--- config.mk ---
export PLATFORM = sky130hd
export DESIGN_NAME = writeScheduler
export DESIGN_NICKNAME = d
export VERILOG_FILES = /design/src/verilog/ghtPkg.sv /design/src/verilog/writeScheduler.sv
export SDC_FILE = /design/constraint.sdc
export NUM_CORES = 1
export LEC_CHECK = 0
export BUFFER_PORTS_ARGS = -buffer_cell sky130_fd_sc_hd__clkbuf_2
export CAP_MARGIN = 20
export CORE_UTILIZATION = 55
export CTS_BUF_LIST = sky130_fd_sc_hd__clkbuf_8
export DETAILED_ROUTE_END_ITERATION = 6
export PLACE_DENSITY = 0.87
export SYNTH_ARGS = -nofsm -noshare
export SYNTH_HDL_FRONTEND = slang
export SYNTH_SLANG_ARGS = --single-unit
--- constraint.sdc ---
create_clock -name clk -period 5.1 [get_ports clk]
set_clock_uncertainty 0.1 [all_clocks]
set_input_delay 0.765 -clock clk [delete_from_list [all_inputs] [get_ports clk]]
set_output_delay 0.765 -clock clk [all_outputs]
set_load 0.02 [all_outputs]
--- src/verilog/ghtPkg.sv ---
package ghtPkg;

    // table geometry
    localparam int IndexWidth   = 16;
    localparam int HistWidth    = 8;
    localparam int CounterWidth = 2;
    localparam int BankCount    = 8;
    localparam int BankBits     = 3;
    localparam int RowCount     = 32;
    localparam int RowBits      = 5;
    localparam int EntryCount   = 256;
    localparam int EntryBits    = 8;
    localparam int RowWidth     = EntryCount * CounterWidth;

    typedef logic [IndexWidth-1:0]   ghtIndexT;
    typedef logic [HistWidth-1:0]    historyT;
    typedef logic [CounterWidth-1:0] counterT;
    typedef logic [BankBits-1:0]     bankT;
    typedef logic [RowBits-1:0]      rowT;
    typedef logic [EntryBits-1:0]    entryT;

    typedef enum logic [1:0] {
        schedInit,
        schedRun,
        schedSaved
    } schedStateT;

    // bank is index bits 7:6 above bit 0
    function automatic bankT indexBank(ghtIndexT idx);
        return {idx[7:6], idx[0]};
    endfunction

    function automatic rowT indexRow(ghtIndexT idx);
        return idx[5:1];
    endfunction

    function automatic entryT indexEntry(ghtIndexT idx);
        return idx[15:8];
    endfunction

endpackage

--- src/verilog/writeScheduler.sv ---
module writeScheduler (
    input  logic                          clk,
    input  logic                          rst,
    input  logic                          update0Valid,
    input  ghtPkg::ghtIndexT              update0Index,
    input  ghtPkg::counterT               update0Counter,
    input  logic                          update1Valid,
    input  ghtPkg::ghtIndexT              update1Index,
    input  ghtPkg::counterT               update1Counter,
    output logic                          updateReady,
    output logic                          tableReady,
    output logic                          clearEn,
    output logic [ghtPkg::BankCount-1:0]  bankWriteEn,
    output ghtPkg::rowT                   bankWriteRow [ghtPkg::BankCount],
    output ghtPkg::entryT                 bankWriteEntry [ghtPkg::BankCount],
    output ghtPkg::counterT               bankWriteCounter [ghtPkg::BankCount]
);
    import ghtPkg::*;

    schedStateT state;
    rowT        sweepRow;

    // one-entry save buffer for port 1
    ghtIndexT savedIndex;
    counterT  savedCounter;

    logic take0;
    logic take1;
    logic conflict;
    bankT bank0;
    bankT bank1;
    bankT savedBank;

    assign tableReady  = (state != schedInit);
    assign updateReady = (state == schedRun);
    assign clearEn     = (state == schedInit) && !rst;

    assign take0 = update0Valid && updateReady;
    assign take1 = update1Valid && updateReady;

    assign bank0     = indexBank(update0Index);
    assign bank1     = indexBank(update1Index);
    assign savedBank = indexBank(savedIndex);

    // both ports into one bank, port 1 waits a cycle
    assign conflict = take0 && take1 && (bank0 == bank1);

    always_ff @(posedge clk) begin
        if (rst) begin
            state    <= schedInit;
            sweepRow <= '0;
        end else begin
            case (state)
                schedInit: begin
                    sweepRow <= sweepRow + 1'b1;
                    if (sweepRow == rowT'(RowCount - 1)) begin
                        state <= schedRun;
                    end
                end
                schedRun: begin
                    if (conflict) begin
                        state <= schedSaved;
                    end
                end
                schedSaved: begin
                    state <= schedRun;
                end
                default: begin
                    state <= schedInit;
                end
            endcase
        end
    end

    always_ff @(posedge clk) begin
        if (conflict) begin
            savedIndex   <= update1Index;
            savedCounter <= update1Counter;
        end
    end

    // steer each write to its bank
    always_comb begin
        for (int b = 0; b < BankCount; b++) begin
            bankWriteEn[b]      = 1'b0;
            bankWriteRow[b]     = indexRow(update0Index);
            bankWriteEntry[b]   = indexEntry(update0Index);
            bankWriteCounter[b] = update0Counter;
            if (state == schedInit) begin
                bankWriteRow[b] = sweepRow;
            end else if (state == schedSaved) begin
                if (savedBank == bankT'(b)) begin
                    bankWriteEn[b]      = 1'b1;
                    bankWriteRow[b]     = indexRow(savedIndex);
                    bankWriteEntry[b]   = indexEntry(savedIndex);
                    bankWriteCounter[b] = savedCounter;
                end
            end else if (take0 && bank0 == bankT'(b)) begin
                // port 0 wins the bank
                bankWriteEn[b] = 1'b1;
            end else if (take1 && bank1 == bankT'(b)) begin
                bankWriteEn[b]      = 1'b1;
                bankWriteRow[b]     = indexRow(update1Index);
                bankWriteEntry[b]   = indexEntry(update1Index);
                bankWriteCounter[b] = update1Counter;
            end
        end
    end

endmodule

==> flow_metrics.py <==
metrics = {
    "run_status": {
        "status": "finished, violations left",
        "violations": "DRC",
    },
    "floorplan": {
        "die-area_mm2": 0.00937,
        "fp.dieH_um": 96.8,
        "fp.coreArea_mm2": 0.00872,
        "pin_count": 171,
        "die_w_um": 96.8,
        "floorplan.initialDensity_pct": 56.7,
        "rows": 34,
    },
    "job": {
        "max_cap_violations": 0,
    },
    "setup_path": {
        "critPathCaptureType": "output port",
        "reg2reg_slack_ps": 2150,
        "path_cells": "buf_4 -> nor2b_1 -> nand2_1 -> o2bb2ai_1 -> a211oi_1 -> clkbuf_2",
        "required_ps": 4240,
        "reg2reg_depth": 4,
        "cp.arrival_ps": 3240,
        "crit_slowest_cell": "dfxtp_4",
        "crit_path_max_fanout": 72,
        "cp-endpoint": "bankWriteEntry[37]",
        "cp_num_cells": 6,
        "crit_type": "reg2out",
        "crit_family": "buffers and inverters",
        "cpPeakStageDelay_ps": 720,
        "rr_startpoint": "state[0]$_SDFFE_PP0P_",
        "worst-path-buf-inv": 2,
        "start_kind": "flip-flop",
        "timing.rr.end": "savedIndex[14]$_DFFE_PP_",
        "startpoint": "state[0]$_SDFFE_PP0P_",
    },
    "synth": {
        "synth.cell_area_mm2": 0.00494,
        "synth_ff_type": "edfxtp_1",
        "ys_ff_latch": 25,
        "synth-seq-area-share_pct": 13.8,
        "synth.net_count": 768,
        "syn_area_per_cell_um2": 6.81,
        "synth-edff-count": 18,
        "synth_cells": 726,
        "yosysWarnings": 0,
        "synth.distinct_cells": 54,
        "async_reset_ff_share_pct": 0,
    },
    "timing": {
        "slew_headroom_pct": 28.1,
        "slew_viol_final": 0,
        "min_period_over_period_pct": 80.5,
        "finalHoldViolations": 0,
        "max_freq_ghz": 0.244,
        "tns_ps": 0,
        "rsz0062_at_grt": "no",
        "period_needed_ps": 4110,
        "setup_viol": 0,
        "worstMarginPinSlew_ps": 1060,
    },
    "cells_and_area": {
        "drive_gt1_share_pct": 26.1,
        "multi_input_area_mm2": 0.00389,
        "nFillCells": 762,
        "num-nets-final": 876,
        "diodes": 0,
        "final_area_mm2": 0.00576,
        "area_growth_syn_to_layout_pct": 16.6,
        "seqCellArea_um2": 684,
    },
    "global_routing": {
        "grtUsageMet2_pct": 60.8,
        "antenna_found_initial": 0,
        "grt-ovfl-total": 0,
        "grt_pass1_wl_mm": 30.3,
        "grt_max_degree": 73,
        "track_usage_pct": 39.9,
        "grt_busiest_layer": "met2",
        "met1_usage_pct": 51.9,
        "globalRouteMet3Util_pct": 9.32,
        "grt_pass1_vias": 5871,
    },
    "detailed_routing": {
        "routed_via_density": 7.12,
        "finalWirelength_mm": 19.8,
        "final_antenna_net_count": 0,
        "wl_per_cell_um": 21.0,
        "dr.pass1.iters": 7,
        "drc": 2,
        "via_count": 6699,
        "drtIter0Drc": 998,
    },
    "clock_network": {
        "cts_resized": 0,
        "h-tree-depth": 1,
        "holdBufCountCts": 0,
        "cts_buffers": 3,
        "cts_tree": "built",
        "worstSkewPairLatency_ps": 290,
        "post-cts-setup-buffers": 0,
        "cts.sinks": 25,
        "path_clk_slew_ps": 110,
        "cts_buffer_depth": 2,
        "cts_root_buf": "clkbuf_8",
    },
    "placement": {
        "routabilityCongestion": 1.01,
        "dp_hpwl_mm": 13.9,
        "placed_cell_area_mm2": 0.00572,
        "portBuffers": 170,
    },
    "power_and_ir_drop": {
        "vdd_drop_max_v": 0.000133,
        "total_power_w": 0.000631,
        "power.density_mw_per_mm2": 109,
        "power.leakage_nw": 2.20,
    },
    "worst_hold_path": {
        "min_path_type": "reg2reg",
    },
}
## stage by stage
| stage | hold WS (ps) | setup slack [ps] | utilization (%) | cells |
|---|---|---|---|---|
| after detailed placement | 393 | 1240 | 65.5 | 937 |
| after floorplan | 354 | 1610 | - | 726 |
| final | 409 | 994 | 66.1 | 941 |
| after global placement | 365 | 1260 | 65.5 | 937 |
| after CTS | 409 | 1150 | 66.1 | 941 |
| after global routing | 434 | 950 | 66.1 | 941 |
## state kept, by name, summed over array words and instances (netlist names)
name          count
sweepRow          5
savedIndex       16
state             2
savedCounter      2
## cell usage in the layout (no fill, tap or decap), types with 5 or more instances in the layout
cell         n
a211oi_1    43
nand3b_1     5
xor2_1       5
a211o_1      6
nor2b_1     25
o221ai_1     7
buf_4       20
nor3b_1      5
nand2b_1    16
edfxtp_1    18
nand2_1    137
o2bb2ai_1   10
nor3_1      13
a21oi_1     25
and3b_1      5
a22oi_1     15
o22ai_1      8
mux2_2       9
dfxtp_1      6
mux2i_1     34
o21ai_0      8
o211ai_1    90
and3_1      11
nand3_1      9
and2_1       9
nor2_1      69
clkbuf_2   170
## area by class of cell
cell class,instances,area share [%]
Clock buffer,3,0.716
Inverter,2,0.130
Clock inverter,1,0.109
Timing Repair Buffer,190,17.4
Sequential cell,25,11.9
Tap cell,108,2.34
Multi-Input combinational cell,612,67.5
## report_power, final
group          switching (W)  internal, W  total, W
combinational       0.000177    0.0000951  0.000272
sequential        0.00000232     0.000219  0.000221
clock              0.0000811    0.0000563  0.000137
## how the worst min path moves through the flow
stage,startpoint,endpoint,slack [ps],cells after the start
6_report,sweepRow[1]$_SDFFE_PP0N_,sweepRow[1]$_SDFFE_PP0N_,410,2
5_1_grt,sweepRow[4]$_SDFFE_PP0N_,sweepRow[4]$_SDFFE_PP0N_,430,2
4_1_cts,sweepRow[4]$_SDFFE_PP0N_,sweepRow[4]$_SDFFE_PP0N_,410,2
3_5_place_dp,sweepRow[4]$_SDFFE_PP0N_,sweepRow[4]$_SDFFE_PP0N_,390,2
3_3_place_gp,sweepRow[4]$_SDFFE_PP0N_,sweepRow[4]$_SDFFE_PP0N_,370,2
2_1_floorplan,sweepRow[4]$_SDFFE_PP0N_,sweepRow[4]$_SDFFE_PP0N_,350,2
## tightest hold or removal path, stage by stage, from the launching register on
cell     delay (ps)
dfxtp_1         350
nand2_1          60
a21oi_1          50
## cells in the mapped netlist (4+ instances only)
library cell	number	share of area [%]
buf_4	4	0.61
nand3_1	9	0.91
nor3_1	13	1.3
clkbuf_1	48	3.6
o22ai_1	8	1.0
a31oi_1	4	0.51
o221ai_1	7	1.2
o211ai_1	90	14
a21oi_1	25	2.5
o2bb2ai_1	10	1.8
a211oi_1	45	6.8
nor2b_1	25	3.2
a22oi_1	15	2.3
nand2_1	137	10
buf_2	26	2.6
nand3b_1	5	0.76
xor2_1	5	0.89
mux2i_1	34	6.9
a21o_1	4	0.61
nor2_1	69	5.2
buf_1	7	0.53
nand2b_1	16	2.0
and2_1	9	1.1
edfxtp_1	18	11
a211o_1	6	1.1
a211oi_4	4	1.6
nor3b_1	5	0.76
and3_1	11	1.4
and3b_1	5	0.89
dfxtp_1	7	2.8
mux2_2	9	2.1
a221oi_1	4	0.71
o21ai_0	8	0.81
## cell families after synthesis
logic type               after synthesis  synth area share (%)
AO/OA/AOI/OAI                        240                  36.7
XOR/XNOR                               6                  1.06
adder cells (fa/ha/maj)                2                 0.506
buffers and inverters                 89                  8.03
flip-flops                            25                  13.8
multiplexers                          43                  8.94
AND/OR/NAND/NOR                      321                  31.0
## per-layer routing
| layer | part of all wire (%) | up-vias |
|---|---|---|
| met5 | 0 | - |
| met3 | 14 | 120 |
| li1 | - | 2933 |
| met1 | 37 | 3029 |
| met4 | 5.2 | 0 |
| met2 | 44 | 617 |
No activity file was read; power rests on OpenSTA's default activity.
