$ cat config.mk
export PLATFORM = sky130hd
export DESIGN_NAME = lookupStage
export DESIGN_NICKNAME = d
export VERILOG_FILES = /design/src/verilog/ghtPkg.sv /design/src/verilog/lookupStage.sv
export SDC_FILE = /design/constraint.sdc
export NUM_CORES = 1
export LEC_CHECK = 0
export ABC_AREA = 1
export BUFFER_PORTS_ARGS = -buffer_cell sky130_fd_sc_hd__buf_2
export CAP_MARGIN = 15
export CORE_ASPECT_RATIO = 0.9
export CORE_MARGIN = 5
export CORE_UTILIZATION = 43
export DETAILED_ROUTE_END_ITERATION = 8
export GPL_ROUTABILITY_DRIVEN = 0
export HOLD_SLACK_MARGIN = 0.12
export PLACE_DENSITY_LB_ADDON = 0.08
export SLEW_MARGIN = 20
export SYNTH_ARGS = -nofsm -noshare
export SYNTH_HDL_FRONTEND = slang
export SYNTH_SLANG_ARGS = --single-unit
$ cat constraint.sdc
create_clock -name clk -period 3.4 [get_ports clk]
set_clock_uncertainty 0.2 [all_clocks]
set_input_delay 0.68 -clock clk [delete_from_list [all_inputs] [get_ports clk]]
set_output_delay 0.68 -clock clk [all_outputs]
set_load 0.01 [all_outputs]
$ cat src/verilog/ghtPkg.sv
package ghtPkg;

    // table geometry
    localparam int IndexWidth   = 16;
    localparam int HistWidth    = 8;
    localparam int CounterWidth = 2;
    localparam int BankCount    = 8;
    localparam int BankBits     = 3;
    localparam int RowCount     = 32;
    localparam int RowBits      = 5;
    localparam int EntryCount   = 256;
    localparam int EntryBits    = 8;
    localparam int RowWidth     = EntryCount * CounterWidth;

    typedef logic [IndexWidth-1:0]   ghtIndexT;
    typedef logic [HistWidth-1:0]    historyT;
    typedef logic [CounterWidth-1:0] counterT;
    typedef logic [BankBits-1:0]     bankT;
    typedef logic [RowBits-1:0]      rowT;
    typedef logic [EntryBits-1:0]    entryT;

    typedef enum logic [1:0] {
        schedInit,
        schedRun,
        schedSaved
    } schedStateT;

    // bank is index bits 7:6 above bit 0
    function automatic bankT indexBank(ghtIndexT idx);
        return {idx[7:6], idx[0]};
    endfunction

    function automatic rowT indexRow(ghtIndexT idx);
        return idx[5:1];
    endfunction

    function automatic entryT indexEntry(ghtIndexT idx);
        return idx[15:8];
    endfunction

endpackage

$ cat src/verilog/lookupStage.sv
module lookupStage (
    input  logic             clk,
    input  logic             rst,
    input  logic             tableReady,
    input  logic             lookupValid,
    input  ghtPkg::ghtIndexT lookupIp,
    input  ghtPkg::historyT  lookupHistory,
    output logic             lookupReady,
    output ghtPkg::rowT      readRow,
    output ghtPkg::entryT    readEntry,
    input  ghtPkg::counterT  bankCounter [ghtPkg::BankCount],
    output logic             predValid,
    output ghtPkg::counterT  predCounter
);
    import ghtPkg::*;

    ghtIndexT hashedIndex;
    ghtIndexT indexReg;
    bankT     bankSel;
    logic     transfer;

    // lookups only wait for the init sweep
    assign lookupReady = tableReady;
    assign transfer    = lookupValid && lookupReady;

    // history lands in the upper byte
    assign hashedIndex = lookupIp ^ {lookupHistory, {(IndexWidth - HistWidth){1'b0}}};

    always_ff @(posedge clk) begin
        if (transfer) begin
            indexReg <= hashedIndex;
        end
    end

    always_ff @(posedge clk) begin
        if (rst) begin
            predValid <= 1'b0;
        end else begin
            predValid <= transfer;
        end
    end

    assign readRow   = indexRow(indexReg);
    assign readEntry = indexEntry(indexReg);
    assign bankSel   = indexBank(indexReg);

    // bank reads are combinational so this edge's writes show up
    assign predCounter = bankCounter[bankSel];

endmodule

==> results of run 1 <==
[power by group through the flow]
stage                     registers (mW)  logic (mW)  clock network (mW)
after floorplan                    0.256      0.0570                   0
after global placement             0.258      0.0812                   0
after detailed placement           0.259      0.0840                   0
after CTS                          0.254      0.0842               0.109
after global routing               0.255      0.0936               0.119
final                              0.253      0.0825               0.104
[worst max-delay path, delay by kind of cell, from the launching register on]
| family | cells | cell delay (ns) |
|---|---|---|
| buffers and inverters | 2 | 0.29 |
| DFF | 1 | 0.57 |
| and+or+nand+nor | 5 | 0.26 |
[flip-flops by register name (all words and copies together), names as in the netlist]
| name | flops |
|---|---|
| predValid | 1 |
| indexReg | 16 |
[final timing paths]
| kind | start | slack, ns | endpoint | depth (start not counted) |
|---|---|---|---|---|
| max | indexReg[0]$_DFFE_PP_ | 1.10 | predCounter[1] | 7 |
| min | rst | 0.34 | predValid$_SDFF_PP0_ | 2 |
[Yosys cell counts]
library cell  number  area share (%)
nand2_1           25              10
edfxtp_1          16              52
buf_4             14              11
inv_1             12             4.9
nand3_1            8             4.4
xor2_1             8             7.6
inv_2              7             2.9
nand2_2            2             1.4
buf_6              1             1.2
dfxtp_1            1             2.2
inv_6              1            0.96
nor2_1             1            0.41
[through the flow]
stage / total power [mW] / cell area [um^2] / hold slack, ns / utilization, %
after floorplan: 0.313 / 917 / 0.552 / -
after global placement: 0.339 / 1130 / 0.636 / 57.5
after detailed placement: 0.343 / 1130 / 0.645 / 57.5
after CTS: 0.447 / 1160 / 0.324 / 58.8
after global routing: 0.468 / 1160 / 0.326 / 58.8
final: 0.440 / 1160 / 0.337 / 58.8
[layer usage]
metal	global-route usage, %	part of all wire [%]	up-vias
met5	0	0	-
met4	7.55	1.9	0
met3	6.00	14	5
met2	22.9	50	39
met1	11.4	34	312
li1	-	-	374
[cell type report]
cell class	count	area, um^2
Fill cell	197	812
Sequential cell	17	500
Timing Repair Buffer	60	300
Multi-Input combinational cell	44	220
Inverter	20	80.1
Tap cell	25	31.3
Clock buffer	4	26.3
[logic make-up after synthesis]
logic type | after synthesis | synth area share (%)
simple gates | 36 | 16.4
buf+inv | 35 | 21.4
flops | 17 | 54.6
xor+xnor | 8 | 7.64
==> results.ini, run 1 <==
[power_and_ir_drop]
leakagePower_nw = 0.637
combPwrFrac_pct = 18.7
vdd_drop_max_mv = 0.269
p_seq_share_pct = 57.6
powerDensity_nw_per_um2 = 380
p_sw_share_pct = 24.3
p_int_mw = 0.333
clockPowerShare_pct = 23.7
switchingPower_mw = 0.107

[layout]
nets = 190
final_common_cell = buf_2
drive_above_1_share_pct = 50.3
antenna_cells = 0
syn_to_final_growth_pct = 26.3
final_cell_mix = buf_2 (60), nand2_1 (25), edfxtp_1 (16)
instances_no_fill = 170

[sta]
rsz0062_at_grt = no
worst_slack_ns = 1.10
hold_viol_final = 0
fmax_mhz = 435
period_minus_slack_ns = 2.30
finalCritPeriodShare_pct = 67.7
timing.slew.headroom_pct = 60.7
drv_slew = 0
setup_violations = 0
setup-tns-final_ns = 0
tightest_slew_ns = 0.589

[min_path]
min_path_type = in -> reg

[route]
num_vias = 730
routed_wl_um = 1800
wire_per_inst_um = 10.6
first_pass_iters = 4
final_antenna_net_count = 0
drc_errors = 0
drtIter0Drc = 16
avgViaCountPerCell = 4.29

[yosys]
avgSynthCellArea_um2 = 9.55
synthCells = 96
syn-num-nets = 140
ys_types = 12
ys_ff_latch = 17
yosysSeqAreaShare_pct = 54.6
yosys_warnings = 0
syn_area_um2 = 917

[floorplan]
ios = 61
die_h_um = 53.8
start_util_pct = 46.5
std_cell_rows = 15
die_area_um2 = 3160
die_x_um = 58.7
core_um2 = 1970

[cts]
ctsHoldBuffers = 0
cts_tree = yes
cts-root-buf = clkbuf_4
post_cts_buffers = 0
numCtsBuffers = 3
cts_sinks = 17
htree_num_levels = 1
post_cts_resize_count = 0
cts.path.max_buffers = 2
clk_pin_slew_ns = 0.09

[worst_setup_path]
crit_path_max_fanout = 9
cpMostUsedCell = nand2_1
max_stage_delay_ns = 0.57
critical_path_class = reg -> out
worstSetupEndpointType = output port
critPathLaunchType = register
critical-path-slowest-cell = edfxtp_1
crit_required_ns = 2.52
crit_chain = inv_6 -> nand2_1 -> nand3_1 -> nand2_1 -> nand2_1 -> nand2_1 -> buf_2
cp.arrival_ns = 1.42

[global_routing]
grt_usage_pct = 12.6
grt_max_degree = 17
grt_pass1_vias = 700
grt-ovfl-total = 0
grt_pass1_wl_um = 2800
antenna_found_initial = 0

[flow_run]
maxCapViolCount = 0

[place]
dp_cells = 166
place.detailed.hpwl_um = 1470
io_buffers = 60
pre_cts_slack_ns = 1.27

[run_status]
status = finished, final reports clean

No activity file was read; power rests on OpenSTA's default activity.
==> run 2: changes to the inputs <==
CORE_UTILIZATION = 37   (was 43)
clock period = 2.1 ns   (was 3.4 ns; I/O delays follow)
==> run 2 against run 1 <==
Via count up 3.4%. Design area rose by 9.8%. Combinational power up 87%. Critical path type unchanged. Highest routed layer unchanged.
==> results.ini, run 2 (synthesis results as in run 1) <==
[route]
num_vias = 755  ; +3.4%
wire_per_inst_um = 9.78  ; -7.7%
drc_errors = 0  ; unchanged
routed_wl_um = 1800  ; about the same
first_pass_iters = 4  ; unchanged
final_antenna_net_count = 0  ; unchanged
drtIter0Drc = 33  ; +17
avgViaCountPerCell = 4.10  ; -4.4%

[sta]
finalCritPeriodShare_pct = 94.2
hold_viol_final = 0  ; unchanged
drv_slew = 0  ; unchanged
timing.slew.headroom_pct = 61.1  ; +0.37 points
rsz0062_at_grt = no
setup-tns-final_ns = 0  ; unchanged
period_minus_slack_ns = 1.98
setup_violations = 0  ; unchanged
fmax_mhz = 505
tightest_slew_ns = 0.583  ; -0.00553 ns

[place]
io_buffers = 60  ; unchanged
place.detailed.hpwl_um = 1380  ; -6.6%
post_dp_cell_area_um2 = 1140  ; +0.33%

[layout]
nets = 201  ; +5.8%
drive_above_1_share_pct = 47.4  ; -2.9 points
largestRegisters = indexReg: 16 flops, predValid: 1 flops
antenna_cells = 0  ; unchanged
max_flop_register = indexReg
final_cell_mix = buf_2 (60), nand2_1 (25), edfxtp_1 (16)
largest_reg_flops = 16  ; unchanged
final_common_cell = buf_2
fin_area_um2 = 1270  ; +9.8%
fillers = 254  ; +29%
syn_to_final_growth_pct = 38.7

[global_routing]
antenna_found_initial = 0  ; unchanged
met3_usage_pct = 5.31  ; -0.68 points
met2_usage_pct = 15.5  ; -7.3 points
grt_usage_pct = 9.81  ; -2.8 points
grt-ovfl-total = 0  ; unchanged
grt_max_degree = 17  ; unchanged
grt.busiest_layer = met2
use_met1_pct = 10.9  ; -0.56 points
grt_pass1_vias = 703  ; +0.43%
grt_pass1_wl_um = 2850  ; +1.7%

[worst_setup_path]
critPathLaunchType = register
worstSetupEndpointType = output port
crit_required_ns = 1.48  ; -1.04 ns
crit_path_max_fanout = 8  ; -1
crit_start = indexReg[0]$_DFFE_PP_
critical_path_class = reg -> out
cp.arrival_ns = 1.36  ; -0.06 ns

[min_path]
whs_path_depth = 3  ; +1
worstHoldStart = lookupValid
min_to = predValid$_SDFF_PP0_
min_path_type = in -> reg

[power_and_ir_drop]
leakagePower_nw = 0.692  ; +8.7%
vdd_drop_max_mv = 0.393  ; +46%
powerDensity_nw_per_um2 = 570  ; +50%

[cts]
clk_pin_slew_ns = 0.09  ; about the same
htree_num_levels = 1  ; unchanged
cts_sinks = 17  ; unchanged
post_cts_resize_count = 0  ; unchanged
cts.path.max_buffers = 2  ; unchanged
cts_tree = yes
numCtsBuffers = 3  ; unchanged
cts-root-buf = clkbuf_4

[floorplan]
die_h_um = 57.2  ; +6.3%
std_cell_rows = 17  ; +2
ios = 61  ; unchanged
die_x_um = 62.5  ; +6.5%
die_area_um2 = 3580  ; +13%
start_util_pct = 38.2  ; -8.4 points
core_um2 = 2400  ; +22%

[flow_run]
maxCapViolCount = 0  ; unchanged

[run_status]
status = finished, final reports clean

-- run 2: cell types whose count changed in the layout (fill, tap and decap cells not counted) --
cell	delta
dlygate4sd3_1	+9
buf_4	+1
dlymetal6s2s_1	+1
-- run 2: worst max-delay path, cell delays in order, from the launching register on --
cell and delay [ns]:
edfxtp_1 0.40, buf_4 0.18, inv_6 0.08, nand2_1 0.06, nand3_1 0.07, nand2_1 0.06, nand2_1 0.05, nand2_1 0.04
buf_2 0.13
-- run 2: how the worst max path moves through the flow --
stage / end / slack (ns) / cells past startpoint
4_1_cts: predCounter[0] / 0.07 / 7
2_1_floorplan: predCounter[0] / 0.64 / 7
5_1_grt: predCounter[0] / 0.003 / 8
6_report: predCounter[0] / 0.12 / 8
3_3_place_gp: predCounter[1] / 0.41 / 7
3_5_place_dp: predCounter[0] / 0.39 / 7
-- run 2: metal layers --
metal	part of all wire, %	wire length (um)
met5	0	0
met4	0.56	10
met3	16	292
met2	45	816
met1	38	680
-- run 2: per-stage QoR --
stage / total power [mW] / setup WS (ns) / utilization [%] / hold slack, ns / cells
after global routing: 0.770 / 0.00315 / 52.9 / 0.183 / 184
after floorplan: 0.506 / 0.642 / - / 0.292 / 96
final: 0.725 / 0.121 / 52.9 / 0.173 / 184
after CTS: 0.733 / 0.0695 / 52.1 / 0.163 / 182
after detailed placement: 0.553 / 0.391 / 47.3 / 0.380 / 169
after global placement: 0.550 / 0.412 / 47.3 / 0.377 / 169
-- run 2: final cells by class --
type	count	area (um^2)	area share [%]
inverters	20	80.1	6.29
multi-input cells	44	220	17.3
repair buffers	71	410	32.3
well taps	28	35.0	2.75
clock buffers	4	26.3	2.06
flip-flops and latches	17	500	39.3
-- run 2: where the power goes --
part | internal [mW] | switching [mW] | leakage, nW | total, mW
combinational | 0.0804 | 0.0736 | 0.519 | 0.154
clock | 0.0736 | 0.0907 | 0.0150 | 0.164
sequential | 0.400 | 0.00719 | 0.158 | 0.407
total | 0.554 | 0.171 | 0.692 | 0.725
-- run 2: timing repair --
item	4_1_cts	5_1_grt
hold buffers	9	0
setup buffers	0	2
endpoints found under the setup margin	0	2
endpoints found under the hold margin	9	0
==> run 3: changes to the inputs <==
==> constraint.sdc (replaced) <==
create_clock -name clk -period 1.8 [get_ports clk]
set_clock_uncertainty 0.2 [all_clocks]
set_input_delay 0.36 -clock clk [delete_from_list [all_inputs] [get_ports clk]]
set_output_delay 0.36 -clock clk [all_outputs]
set_load 0.1 [all_outputs]
==> run 3 against run 2 <==
The run now ends with setup timing left. Sequential power increased by 17%. Setup slack got worse by 0.29 ns. First-iteration DRC count decreased by 48%. Wire length increased by 11%. Global-route usage increased by 1.0 points. Critical path type unchanged. Largest cell class unchanged. Largest power group unchanged.
==> results.ini, run 3 (synthesis results as in run 1) <==
[route]
avgViaCountPerCell = 4.23  ; +3.2%
drtIter0Drc = 17  ; -48%
routed_wl_um = 2000  ; +11%
num_vias = 796  ; +5.4%
first_pass_iters = 4  ; unchanged
wire_per_inst_um = 10.6  ; +8.8%
drc_errors = 0  ; unchanged
final_antenna_net_count = 0  ; unchanged

[sta]
tightest_slew_ns = 0.499  ; -0.0847 ns
rsz0062_at_grt = yes
setup_violations = 2  ; +2
hold_viol_final = 0  ; unchanged
worst_slack_ns = -0.164  ; -0.285 ns
finalCritPeriodShare_pct = 109
drv_slew = 0  ; unchanged
period_minus_slack_ns = 1.96
timing.slew.headroom_pct = 67.0  ; +5.9 points
fmax_mhz = 509

[layout]
max_flop_register = indexReg
fillers = 240  ; -5.5%
nets = 205  ; +2.0%
fin_area_um2 = 1390  ; +9.0%
final_util_pct = 57.7  ; +4.8 points
final_cell_mix = buf_2 (59), edfxtp_1 (16), nand2_1 (15)
syn_to_final_growth_pct = 51.3
drive_above_1_share_pct = 58.1  ; +11 points
instances_no_fill = 188  ; +2.2%
largestRegisters = indexReg: 16 flops, predValid: 1 flops
largest_reg_flops = 16  ; unchanged
final_common_cell = buf_2
antenna_cells = 0  ; unchanged

[cts]
cts_tree = yes
htree_num_levels = 1  ; unchanged
clk_pin_slew_ns = 0.11  ; +0.02 ns
numCtsBuffers = 3  ; unchanged
cts.path.max_buffers = 2  ; unchanged
cts-root-buf = clkbuf_4
cts_sinks = 17  ; unchanged

[global_routing]
grt_max_degree = 11  ; -6
grt_usage_pct = 10.8  ; +1.0 points
grt-ovfl-total = 0  ; unchanged
grt.busiest_layer = met2
grt_pass1_vias = 712  ; +1.3%
use_met1_pct = 11.1  ; +0.23 points
antenna_found_initial = 0  ; unchanged
met3_usage_pct = 5.71  ; +0.39 points
met2_usage_pct = 18.2  ; +2.7 points
grt_pass1_wl_um = 3060  ; +7.3%

[floorplan]
ios = 61  ; unchanged
die_h_um = 57.2  ; unchanged
start_util_pct = 38.2  ; unchanged
core_um2 = 2400  ; unchanged
die_x_um = 62.5  ; unchanged
die_area_um2 = 3580  ; unchanged
std_cell_rows = 17  ; unchanged

[min_path]
min_path_type = in -> reg

[place]
dp_cells = 171  ; +1.2%
io_buffers = 60  ; unchanged
place.detailed.hpwl_um = 1500  ; +8.9%
post_dp_cell_area_um2 = 1190  ; +4.4%

[run_status]
violations = setup timing
status = finished with violations

[worst_setup_path]
critPathLaunchType = register
cp.arrival_ns = 1.40  ; +0.04 ns
crit_path_max_fanout = 8  ; unchanged
crit_required_ns = 1.24  ; -0.24 ns
critical_path_class = reg -> out
worstSetupEndpointType = output port

[power_and_ir_drop]
vdd_drop_max_mv = 0.415  ; +5.6%
p_total_mw = 1.11  ; +53%
powerDensity_nw_per_um2 = 799  ; +40%
leakagePower_nw = 0.730  ; +5.4%

[flow_run]
maxCapViolCount = 0  ; unchanged

run 3: cell count changes in the layout (fill, tap and decap cells not counted), moves of 2 or more:
cell,before,now
dlygate4sd3_1,9,11
nand2_2,2,12
nand2_1,25,15
buf_12,0,2
nand3_1,8,4
nand3_2,0,4
run 3: critical path, stage by stage, from the launching register on:
cell,delay [ns]
edfxtp_1,0.38
buf_6,0.15
clkinv_8,0.08
nand2_2,0.06
nand3_1,0.08
nand2_1,0.07
nand2_1,0.05
nand2_2,0.08
buf_12,0.17
run 3: per-layer routing:
layer,vias to the layer above,routed length [um]
met5,-,0
met4,0,11
met3,2,210
met2,35,1030
met1,353,743
li1,406,-
run 3: worst paths after layout:
path                   from  slack, ns                     to  cells past startpoint
max   indexReg[0]$_DFFE_PP_      -0.16         predCounter[0]                      8
min             lookupIp[9]       0.15  indexReg[9]$_DFFE_PP_                      2
run 3: report_power, final:
part	switching (mW)	leakage, nW	internal [mW]
Combinational	0.304	0.554	0.124
Sequential	0.00926	0.158	0.466
Clock	0.122	0.0177	0.0826
Total	0.436	0.730	0.672
run 3: final cells by class:
| type | instances | area [um^2] | share of cell area (%) |
|---|---|---|---|
| Clock inverter | 1 | 5.00 | 0.361 |
| Inverter | 20 | 87.6 | 6.31 |
| Clock buffer | 3 | 22.5 | 1.62 |
| Multi-Input combinational cell | 44 | 265 | 19.1 |
| Timing Repair Buffer | 75 | 472 | 34.0 |
| Tap cell | 28 | 35.0 | 2.52 |
| Sequential cell | 17 | 500 | 36.1 |
run 3: stage by stage:
stage	setup slack [ns]	hold WS, ns	setup TNS (ns)
2_1_floorplan	0.119	0.232	0
3_3_place_gp	0.124	0.316	0
3_5_place_dp	0.0989	0.324	0
4_1_cts	-0.133	0.138	-0.265
5_1_grt	-0.265	0.129	-0.525
6_report	-0.164	0.153	-0.326
run 3: what timing repair did:
item / 4_1_cts / 5_1_grt
gates resized for setup: 3 / 13
hold buffers: 10 / 1
setup endpoints to repair: 2 / 2
hold endpoints to repair: 9 / 1
buffers inserted: 1 / 0
cloned: 0 / 1
pin swaps: 0 / 6
